===== src/design/dcache_defs.svh =====
// address, word and cache geometry macros, plus the field widths derived from them
`ifndef DCACHE_DEFS_SVH
`define DCACHE_DEFS_SVH

// base sizes
`define DCACHE_ADDR_BITS 32
`define DCACHE_WORD_BITS 32
`define DCACHE_LINE_WORDS 4
`define DCACHE_LINES 16

// byte lanes in one word
`define DCACHE_BYTE_LANES (`DCACHE_WORD_BITS / 8)

// address field widths
`define DCACHE_BYTE_BITS $clog2(`DCACHE_BYTE_LANES)
`define DCACHE_WORD_SEL_BITS $clog2(`DCACHE_LINE_WORDS)
`define DCACHE_INDEX_BITS $clog2(`DCACHE_LINES)
`define DCACHE_BLOCK_OFF_BITS (`DCACHE_WORD_SEL_BITS + `DCACHE_BYTE_BITS)

// whatever is left of the address above index and block offset
`define DCACHE_TAG_BITS \
    (`DCACHE_ADDR_BITS - `DCACHE_INDEX_BITS - `DCACHE_BLOCK_OFF_BITS)

`endif

===== src/design/wishbonePkg.sv =====
// Wishbone classic master-out and slave-out structs
`default_nettype none
`include "dcache_defs.svh"

package wishbonePkg;

    // signals driven by the master
    typedef struct packed {
        logic cyc;
        logic stb;
        logic we;
        logic [`DCACHE_ADDR_BITS-1:0] adr;
        logic [`DCACHE_BYTE_LANES-1:0] sel;
        logic [`DCACHE_WORD_BITS-1:0] dat;
    } wbMaster_t;

    // signals driven by the slave
    // no err or rty, the memory always acknowledges
    typedef struct packed {
        logic ack;
        logic [`DCACHE_WORD_BITS-1:0] dat;
    } wbSlave_t;

endpackage

`default_nettype wire


===== src/design/dcachePkg.sv =====
// cache types: address union, processor request struct, data-store port struct
`default_nettype none
`include "dcache_defs.svh"

package dcachePkg;

    // tag / index / word / byte view of an address
    typedef struct packed {
        logic [`DCACHE_TAG_BITS-1:0] tag;
        logic [`DCACHE_INDEX_BITS-1:0] index;
        logic [`DCACHE_WORD_SEL_BITS-1:0] word;
        logic [`DCACHE_BYTE_BITS-1:0] byteOffset;
    } addrFields_t;

    // block address plus offset inside the line
    typedef struct packed {
        logic [`DCACHE_ADDR_BITS-`DCACHE_BLOCK_OFF_BITS-1:0] block;
        logic [`DCACHE_BLOCK_OFF_BITS-1:0] offset;
    } addrBlock_t;

    typedef union packed {
        addrFields_t fields;
        addrBlock_t blockView;
    } dcacheAddr_u;

    // one processor access, exactly one of read or write
    typedef struct packed {
        logic read;
        logic write;
        dcacheAddr_u addr;
        logic [`DCACHE_BYTE_LANES-1:0] byteSelect;
        logic [`DCACHE_WORD_BITS-1:0] writeData;
    } dcacheRequest_t;

    // a single word access into the data store
    typedef struct packed {
        logic [`DCACHE_INDEX_BITS-1:0] index;
        logic [`DCACHE_WORD_SEL_BITS-1:0] word;
        logic [`DCACHE_BYTE_LANES-1:0] byteEnable;
        logic writeEnable;
        logic [`DCACHE_WORD_BITS-1:0] writeData;
    } dataPort_t;

endpackage

`default_nettype wire


===== src/design/dcacheTop.sv =====
// cache top level: tag store, miss controller and data store wired to processor and bus
`default_nettype none
`include "dcache_defs.svh"

module dcacheTop (
    input  logic                          clock,
    input  logic                          reset,
    input  dcachePkg::dcacheRequest_t     request,
    output logic                          stall,
    output logic [`DCACHE_WORD_BITS-1:0]  readData,
    input  wishbonePkg::wbSlave_t         wbIn,
    output wishbonePkg::wbMaster_t        wbOut
);
    import dcachePkg::*;

    // lookup results
    logic hit;
    logic victimDirty;
    logic [`DCACHE_TAG_BITS-1:0] victimTag;

    // data store ports
    dataPort_t hitPort;
    dataPort_t fillPort;
    logic fillActive;
    logic [`DCACHE_WORD_BITS-1:0] lineWord;

    // refill completion
    logic tagUpdate;

    dcacheTagStore tagStore (
        .clock       (clock),
        .reset       (reset),
        .request     (request),
        .tagUpdate   (tagUpdate),
        .hit         (hit),
        .victimDirty (victimDirty),
        .victimTag   (victimTag),
        .hitPort     (hitPort)
    );

    dcacheMissControl missControl (
        .clock       (clock),
        .reset       (reset),
        .request     (request),
        .hit         (hit),
        .victimDirty (victimDirty),
        .victimTag   (victimTag),
        .lineWord    (lineWord),
        .wbIn        (wbIn),
        .wbOut       (wbOut),
        .fillPort    (fillPort),
        .fillActive  (fillActive),
        .tagUpdate   (tagUpdate),
        .stall       (stall)
    );

    dcacheDataStore dataStore (
        .clock      (clock),
        .hitPort    (hitPort),
        .fillPort   (fillPort),
        .fillActive (fillActive),
        .readData   (readData),
        .lineWord   (lineWord)
    );

endmodule

`default_nettype wire


===== src/design/dcacheDataStore.sv =====
// data store: line words with byte-enabled writes from two ports and word selection
`default_nettype none
`include "dcache_defs.svh"

module dcacheDataStore (
    input  logic                          clock,
    input  dcachePkg::dataPort_t          hitPort,
    input  dcachePkg::dataPort_t          fillPort,
    input  logic                          fillActive,
    output logic [`DCACHE_WORD_BITS-1:0]  readData,
    output logic [`DCACHE_WORD_BITS-1:0]  lineWord
);
    import dcachePkg::*;

    // contents are only meaningful behind a valid bit in the tag store
    logic [`DCACHE_WORD_BITS-1:0] lineData [`DCACHE_LINES][`DCACHE_LINE_WORDS];

    dataPort_t activePort;
    logic [`DCACHE_WORD_BITS-1:0] selectedWord;

    // miss controller owns the array while a miss is being handled
    assign activePort = fillActive ? fillPort : hitPort;

    always_ff @(posedge clock) begin
        if (activePort.writeEnable) begin
            for (int lane = 0; lane < `DCACHE_BYTE_LANES; lane++) begin
                if (activePort.byteEnable[lane]) begin
                    lineData[activePort.index][activePort.word][8*lane +: 8] <=
                        activePort.writeData[8*lane +: 8];
                end
            end
        end
    end

    // combinational read of the addressed word
    assign selectedWord = lineData[activePort.index][activePort.word];

    // processor read data on a hit
    assign readData = selectedWord;

    // victim word for the writeback
    assign lineWord = selectedWord;

endmodule

`default_nettype wire


===== src/design/dcacheMissControl.sv =====
// miss FSM: writeback and refill over Wishbone classic, stall generation, fill port
`default_nettype none
`include "dcache_defs.svh"

module dcacheMissControl (
    input  logic                          clock,
    input  logic                          reset,
    input  dcachePkg::dcacheRequest_t     request,
    input  logic                          hit,
    input  logic                          victimDirty,
    input  logic [`DCACHE_TAG_BITS-1:0]   victimTag,
    input  logic [`DCACHE_WORD_BITS-1:0]  lineWord,
    input  wishbonePkg::wbSlave_t         wbIn,
    output wishbonePkg::wbMaster_t        wbOut,
    output dcachePkg::dataPort_t          fillPort,
    output logic                          fillActive,
    output logic                          tagUpdate,
    output logic                          stall
);
    import dcachePkg::*;

    typedef enum logic [1:0] {
        Idle,
        Writeback,
        Done,
        MemRead
    } missState_t;

    missState_t state;
    missState_t nextState;
    logic [`DCACHE_WORD_SEL_BITS-1:0] wordCount;

    dcacheAddr_u reqAddr;
    dcacheAddr_u busAddr;
    logic miss;
    logic onBus;
    logic lastWord;

    assign reqAddr = request.addr;
    assign miss = (request.read || request.write) && !hit;
    assign onBus = (state == Writeback) || (state == MemRead);
    assign lastWord = wbIn.ack && (wordCount == `DCACHE_WORD_SEL_BITS'(`DCACHE_LINE_WORDS - 1));

    always_ff @(posedge clock or negedge reset) begin
        if (!reset) begin
            state <= Idle;
        end else begin
            state <= nextState;
        end
    end

    always_comb begin
        nextState = state;
        case (state)
            Idle: begin
                if (miss) begin
                    nextState = victimDirty ? Writeback : MemRead;
                end
            end
            Writeback: begin
                if (lastWord) begin
                    nextState = Done;
                end
            end
            // victim written out, cyc drops for one cycle before refill
            Done: begin
                nextState = MemRead;
            end
            MemRead: begin
                if (lastWord) begin
                    nextState = Idle;
                end
            end
            default: nextState = Idle;
        endcase
    end

    // word within the line, steps on every ack
    always_ff @(posedge clock or negedge reset) begin
        if (!reset) begin
            wordCount <= '0;
        end else if (!onBus) begin
            wordCount <= '0;
        end else if (wbIn.ack) begin
            wordCount <= wordCount + 1'b1;
        end
    end

    // bus address from the block view
    // writeback targets the victim block, refill the requested one
    always_comb begin
        busAddr = '0;
        if (state == Writeback) begin
            busAddr.blockView.block = {victimTag, reqAddr.fields.index};
        end else begin
            busAddr.blockView.block = reqAddr.blockView.block;
        end
        busAddr.blockView.offset = {wordCount, {`DCACHE_BYTE_BITS{1'b0}}};
    end

    always_comb begin
        wbOut.cyc = onBus;
        wbOut.stb = onBus;
        wbOut.we = (state == Writeback);
        wbOut.adr = busAddr;
        wbOut.sel = '1;
        wbOut.dat = (state == Writeback) ? lineWord : '0;
    end

    // fill port also addresses the victim word while writing back
    always_comb begin
        fillPort.index = reqAddr.fields.index;
        fillPort.word = wordCount;
        fillPort.byteEnable = '1;
        fillPort.writeEnable = (state == MemRead) && wbIn.ack;
        fillPort.writeData = wbIn.dat;
    end

    assign fillActive = (state != Idle);
    assign tagUpdate = (state == MemRead) && lastWord;

    // stall from the first miss cycle until the refill ends
    assign stall = (state != Idle) || miss;

    // strobe only inside a cycle, held with its address until ack
    assert property (@(posedge clock) disable iff (!reset)
        wbOut.stb |-> wbOut.cyc)
        else $error("stb without cyc");

    assert property (@(posedge clock) disable iff (!reset)
        wbOut.stb && !wbIn.ack |=> wbOut.stb && $stable(wbOut.adr) && $stable(wbOut.we))
        else $error("master dropped its request before ack");

    assert property (@(posedge clock) disable iff (!reset)
        wbOut.cyc |-> (wbOut.adr[`DCACHE_BYTE_BITS-1:0] == '0))
        else $error("bus address not word aligned");

endmodule

`default_nettype wire


===== src/design/dcacheTagStore.sv =====
// tag store: valid, dirty and tag arrays, hit and victim detection, processor data port
`default_nettype none
`include "dcache_defs.svh"

module dcacheTagStore (
    input  logic                          clock,
    input  logic                          reset,
    input  dcachePkg::dcacheRequest_t     request,
    input  logic                          tagUpdate,
    output logic                          hit,
    output logic                          victimDirty,
    output logic [`DCACHE_TAG_BITS-1:0]   victimTag,
    output dcachePkg::dataPort_t          hitPort
);
    import dcachePkg::*;

    // per-line state
    logic [`DCACHE_LINES-1:0] validBits;
    logic [`DCACHE_LINES-1:0] dirtyBits;
    logic [`DCACHE_TAG_BITS-1:0] tagArray [`DCACHE_LINES];

    dcacheAddr_u reqAddr;
    logic [`DCACHE_INDEX_BITS-1:0] lineIndex;
    logic writeHit;

    assign reqAddr = request.addr;
    assign lineIndex = reqAddr.fields.index;

    // lookup at the indexed line
    assign hit = validBits[lineIndex] && (tagArray[lineIndex] == reqAddr.fields.tag);
    assign writeHit = request.write && hit;

    // the resident line is the one a miss would evict
    assign victimDirty = validBits[lineIndex] && dirtyBits[lineIndex];
    assign victimTag = tagArray[lineIndex];

    // processor port with byte select expanded onto the lanes only on a write hit
    always_comb begin
        hitPort.index = lineIndex;
        hitPort.word = reqAddr.fields.word;
        hitPort.byteEnable = request.byteSelect & {`DCACHE_BYTE_LANES{writeHit}};
        hitPort.writeEnable = writeHit;
        hitPort.writeData = request.writeData;
    end

    always_ff @(posedge clock or negedge reset) begin
        if (!reset) begin
            validBits <= '0;
            dirtyBits <= '0;
        end else if (tagUpdate) begin
            // refill finished so the line arrives clean
            validBits[lineIndex] <= 1'b1;
            dirtyBits[lineIndex] <= 1'b0;
        end else if (writeHit) begin
            dirtyBits[lineIndex] <= 1'b1;
        end
    end

    // tag written together with the valid bit
    always_ff @(posedge clock) begin
        if (tagUpdate) begin
            tagArray[lineIndex] <= reqAddr.fields.tag;
        end
    end

    // processor must never ask for both at once
    assert property (@(posedge clock) disable iff (!reset)
        !(request.read && request.write))
        else $error("read and write requested together");

endmodule

`default_nettype wire


===== config.mk =====
export PLATFORM = sky130hd
export DESIGN_NAME = dcacheTop
export DESIGN_NICKNAME = d
export VERILOG_FILES = /design/src/design/wishbonePkg.sv /design/src/design/dcachePkg.sv /design/src/design/dcacheTop.sv /design/src/design/dcacheDataStore.sv /design/src/design/dcacheMissControl.sv /design/src/design/dcacheTagStore.sv
export VERILOG_INCLUDE_DIRS = /design/src /design/src/design
export SDC_FILE = /design/constraint.sdc
export NUM_CORES = 2
export LEC_CHECK = 0
export BUFFER_PORTS_ARGS = -buffer_cell sky130_fd_sc_hd__buf_2
export CAP_MARGIN = 10
export CORE_MARGIN = 2
export CORE_UTILIZATION = 55
export CTS_CLUSTER_DIAMETER = 200
export DETAILED_ROUTE_END_ITERATION = 7
export MAX_ROUTING_LAYER = met4
export PLACE_DENSITY_LB_ADDON = 0.05
export RECOVER_POWER = 25
export SETUP_SLACK_MARGIN = 0.3
export SYNTH_ARGS = -nofsm -noshare
export SYNTH_HDL_FRONTEND = slang
export SYNTH_SLANG_ARGS = --single-unit
export TNS_END_PERCENT = 100

===== constraint.sdc =====
create_clock -name clock -period 6.9 [get_ports clock]
set_input_delay 0.345 -clock clock [delete_from_list [all_inputs] [get_ports clock]]
set_output_delay 0.345 -clock clock [all_outputs]
set_load 0.005 [all_outputs]

## Word level (Yosys, flattened, before mapping)

Memory sizes are Yosys's and may differ from the RTL's.
Cells that the tools add are included.

- $add $sub $neg: 1
- Magnitude comparators: 4
- Equal/unequal tests: 9
- Muxes and demuxes: 427
- Bitwise logic cells: 390
- Reductions and logical operators: 17

Operators with widths:

| cell | number |
|---|---|
| two-way mux 128 bit | 4 |
| two-way mux 1 bit | 397 |
| OR 1 bit | 384 |
| demux 32 bit (select 2 bit) | 4 |
| two-way mux 32 bit | 4 |
| binary-select mux 32 bit (select 2 bit) | 1 |
| two-way mux 16 bit | 3 |
| two-way mux 39 bit | 1 |
| OR 16 bit | 2 |
| two-way mux 28 bit | 1 |
| == test 24 bit | 1 |
| two-way mux 24 bit | 1 |
| AND 16 bit | 1 |
| NOT 16 bit | 1 |
| two-way mux 2 bit | 6 |
| logical AND 1 bit | 9 |
| binary-select mux 1 bit (select 4 bit) | 2 |
| two-way mux 8 bit | 1 |
| case mux 2 bit (4 select lines) | 1 |
| == test 2 bit, second input constant | 3 |
| inequality test 2 x 1 -> 1 bit, second input constant | 3 |
| < comparator 4 x 5 -> 1 bit, second input constant | 1 |
| AND 4 bit | 1 |
| demux 1 bit (select 4 bit) | 1 |
| 12 further kinds | 15 |

- Bits in registers: 36
- Bits in writable memories: 2432
- Input bits: 105
- Output and inout port bits: 104
- Memories kept: 2

Memory list:

| memory | words | bits a word | read ports | clocked after memory_dff | wr ports | line | source |
|---|---|---|---|---|---|---|---|
| dataStore.lineData | 16 | 128 | 1 | 0 | 1 | dcacheDataStore.sv:16 | `` logic [`DCACHE_WORD_BITS-1:0] lineData [`DCACHE_LINES][`DCACHE_LINE_WORDS]; `` |
| tagStore.tagArray | 16 | 24 | 1 | 0 | 1 | dcacheTagStore.sv:20 | `` logic [`DCACHE_TAG_BITS-1:0] tagArray [`DCACHE_LINES]; `` |

## Logic depth before layout (Yosys ltp)

- Depth after elaboration: 15
- Gate-level depth with buffers: 15
- Depth with buffers taken out: 9

## Hierarchy

Synthesis repeated with hierarchy kept, for this count alone.

- Cell total of the unflattened synthesis: 5900
- Area total of the unflattened synthesis: 98349.3 µm²

By module, submodules not included:

| module | times used | cells an instance | area an instance (µm²) |
|---|---|---|---|
| dcacheDataStore | 1 | 4754 | 79496.2 |
| dcacheTagStore | 1 | 997 | 17589.4 |
| dcacheMissControl | 1 | 149 | 1263.7 |

## Least setup slack after synthesis

Ideal clock, no wire load.

- Kind: in2reg
- Start point: input port request[42] (netlist name)
- End point: memory tagStore.tagArray[11][0] (netlist name) (enable)
- Library setup time: 439 ps
- Arrival time: 3620 ps
- Path slack: 2841 ps
- Cell stages on the path: 7
- Buffers on the path: 4
- Path through: clkbuf_1 -> inv_2 -> buf_1 -> clkbuf_1 -> buf_1 -> nand2_1 -> nor3_1

RTL lines:

| what | line | source |
|---|---|---|
| start, declared | dcacheTop.sv:8 | `input dcachePkg::dcacheRequest_t request,` |
| end, declared | dcacheTagStore.sv:20 |  |

No word-level cell before the write port.

==> results.json <==
{
  "drive_gt1_frac": 0.293,
  "antenna_found_initial": 13,
  "dp.final_hpwl_mm": 148,
  "violations": "capacitance limit, slew limit",
  "drc": 0,
  "wl_per_cell_um": 33.2,
  "drv_slew": 1538,
  "ys_types": 67,
  "num_rows": 155,
  "clockBufferDepth": 4,
  "power_frac_comb": 0.124,
  "rr_worst_depth": 6,
  "synth_area_leaders": "edfxtp_1, mux4_2, a21oi_1",
  "clk_pin_slew_worst_paths_ns": 0.06,
  "post-route-min-period_ns": 5.88,
  "dr.pass1.iters": 6,
  "worstMarginPinSlew_ns": 3.28,
  "nets": 5193,
  "grt_pass1_vias": 48800,
  "critPathMaxFanout": 58,
  "numPlacedInstances": 7126,
  "die_x_um": 426,
  "final-hold-violation-count": 0,
  "p_clk_frac": 0.379,
  "cts.sinks": 2468,
  "htreeDepth": 5,
  "cts-root-buf": "clkbuf_16",
  "synth_warnings": 0,
  "cp-start-kind": "primary input",
  "synth_area_per_cell_um2": 21.3,
  "crit_required_ns": 6.55,
  "die_area_um2": 182000,
  "p_int_mw": 26.4,
  "final_cells": 7638,
  "hold_ws_ns": 0.115,
  "finalSetupTns_ns": 0,
  "status": "finished, violations left",
  "ios": 209,
  "grtUsageTotal": 0.290,
  "initial_core_util": 0.552,
  "first_iter_violations": 6010,
  "grt_pass1_wl_mm": 359,
  "ys.flop_type": "edfxtp_1",
  "final_common_cell": "edfxtp_1",
  "min_from": "wbIn[0]",
  "arrival_ns": 5.53,
  "cp-end-kind": "output port",
  "setup_violations": 0,
  "cts_tree": "yes",
  "port_buffers": 200,
  "regArea_um2": 73900,
  "clock_skew_ns": 0.0344,
  "reg2reg_slack_ns": 1.82,
  "relSlewSlack": -1.19,
  "syn2layout_area_growth_pct": 13.4,
  "rsz0062_at_grt": "no",
  "synth_top_area_frac": 0.744,
  "syn_inst": 4605,
  "totalPowerFinal_mw": 35.1,
  "peakVddDrop_mv": 0.257,
  "r2r_start": "missControl.state[1]$_DFFE_PN0P_",
  "multiInputGateArea_um2": 22900,
  "path_class": "primary input to output port",
  "final_cell_mix": "edfxtp_1, mux4_2, clkbuf_16",
  "clock.fmax_ghz": 0.170,
  "grt_max_degree": 201,
  "yosys_register_bits": 2468,
  "yosysTopAreaCell": "edfxtp_1",
  "die_h_um": 426,
  "hold_class": "primary input to flop",
  "syn_area_um2": 98200,
  "maxCapViolations": 31,
  "power_leakage_nw": 35.7,
  "finalWirelength_mm": 253,
  "overflow": 0,
  "synth_edf_count": 2432,
  "fin_crit_sh": 0.852,
  "power_frac_seq": 0.496,
  "holdPathEnd": "dataStore.lineData[14][96]$_DFFE_PP_",
  "clock_latency_ns": 0.90,
  "r2r-end": "dataStore.lineData[3][49]$_DFFE_PP_",
  "whs_path_depth": 2,
  "coreArea_um2": 178000,
  "ant_nets": 0,
  "async_reset_ff_frac": 0.0146,
  "cts_inserted_buffers": 275,
  "num_vias": 49000,
  "swShare": 0.250,
  "n_fill_cell": 12300,
  "ys_seq_area_frac": 0.753,
  "switchingPower_mw": 8.77,
  "routabilityCongestion": 0.844,
  "powerDensity_nw_per_um2": 316,
  "via_per_inst": 6.42
}
[layout make-up]
class,instances,share of cell area
Antenna cell,24,0.000540
Clock buffer,348,0.0666
Clock inverter,105,0.00558
Inverter,28,0.00101
Multi-Input combinational cell,1807,0.206
Sequential cell,2468,0.664
Tap cell,2355,0.0265
Timing Repair Buffer,503,0.0299
[power by group through the flow]
| stage | registers (mW) | clock network (mW) | logic [mW] |
|---|---|---|---|
| after global placement | 17.7 | 0 | 4.33 |
| after detailed placement | 17.7 | 0 | 4.42 |
| after floorplan | 17.7 | 0 | 2.26 |
| final | 17.4 | 13.3 | 4.37 |
| after global routing | 17.4 | 14.1 | 4.65 |
| after CTS | 17.4 | 13.5 | 4.44 |
[worst max path at each step]
stage / from / endpoint / slack (ns) / depth (start not counted)
final: request[42] / wbOut[0] / 1.02 / 9
after global routing: request[42] / wbOut[0] / 0.89 / 9
after CTS: missControl.state[1]$_DFFE_PN0P_ / wbOut[19] / 1.06 / 9
after detailed placement: request[41] / dataStore.lineData[8][13]$_DFFE_PP_ / 0.96 / 10
after global placement: request[41] / dataStore.lineData[8][13]$_DFFE_PP_ / 1.07 / 10
after floorplan: request[42] / tagStore.tagArray[11][0]$_DFFE_PP_ / 2.84 / 7
[cell families (layout without fill, tap and decap cells)]
| kind of cell | count (synthesis) | after routing | synth area share |
|---|---|---|---|
| buffers and inverters | 334 | 984 | 0.0147 |
| other | 2 | 30 | 0.0000765 |
| DFF | 2468 | 2468 | 0.753 |
| and+or+nand+nor | 434 | 434 | 0.0216 |
| xor gates and xnor gates | 19 | 19 | 0.00170 |
| muxes | 878 | 878 | 0.180 |
| adders and majority gates | 5 | 5 | 0.000637 |
| AOI/OAI and AO/OA | 465 | 465 | 0.0278 |
[critical path, stage by stage]
cell and delay [ns]:
clkbuf_8 0.41, clkbuf_1 1.99, buf_4 0.93, mux4_2 0.42, and2_1 0.20, a211oi_1 0.52
a31oi_1 0.20, and2_1 0.24, buf_2 0.12
[repair_timing]
action,4_1_cts,5_1_grt
gates resized for setup,0,0
buffers inserted,0,0
endpoints found under the hold margin,439,0
setup endpoints to repair,0,0
hold buffers,28,0
[per-layer routing]
metal  up-vias  GRT usage  part of all wire
li1      20300          -                 -
met1     26100      0.403              0.41
met2      2196      0.430              0.47
met3       461     0.0687             0.088
met4         0     0.0948             0.033
met5         -          -                 0
[per-stage QoR]
| stage | util | instance area [um^2] | setup WS, ns |
|---|---|---|---|
| after floorplan | - | 98200 | 2.84 |
| after global placement | 0.579 | 103000 | 1.07 |
| after detailed placement | 0.579 | 103000 | 0.958 |
| after CTS | 0.626 | 111000 | 1.06 |
| after global routing | 0.626 | 111000 | 0.893 |
| final | 0.626 | 111000 | 1.02 |
[cell usage after synthesis, types with 5 or more instances]
cell type     n
edfxtp_1   2432
mux4_2      707
a21oi_1     278
nand2_1     183
clkbuf_1    163
mux2i_1     106
and2_1       69
buf_2        65
mux2_2       65
nor2_1       54
buf_1        53
a31oi_1      39
a211oi_1     37
dfrtp_1      36
nand3_1      29
nor3_1       29
a22oi_1      26
inv_1        26
buf_4        21
nand2b_1     20
o21ai_0      19
o22ai_1      15
xnor2_1      14
and3_1        8
nor2b_1       7
a22o_1        6
or2_2         6
a311oi_1      5
ha_1          5
o211ai_1      5
xor2_1        5
[registers in the layout, summed over array words and instances, names as in the netlist, named ones only]
name	flops
tagStore.validBits	16
tagStore.tagArray	384
dataStore.lineData	2048
missControl.state	2
missControl.wordCount	2
(Power assumes the default switching activity.)
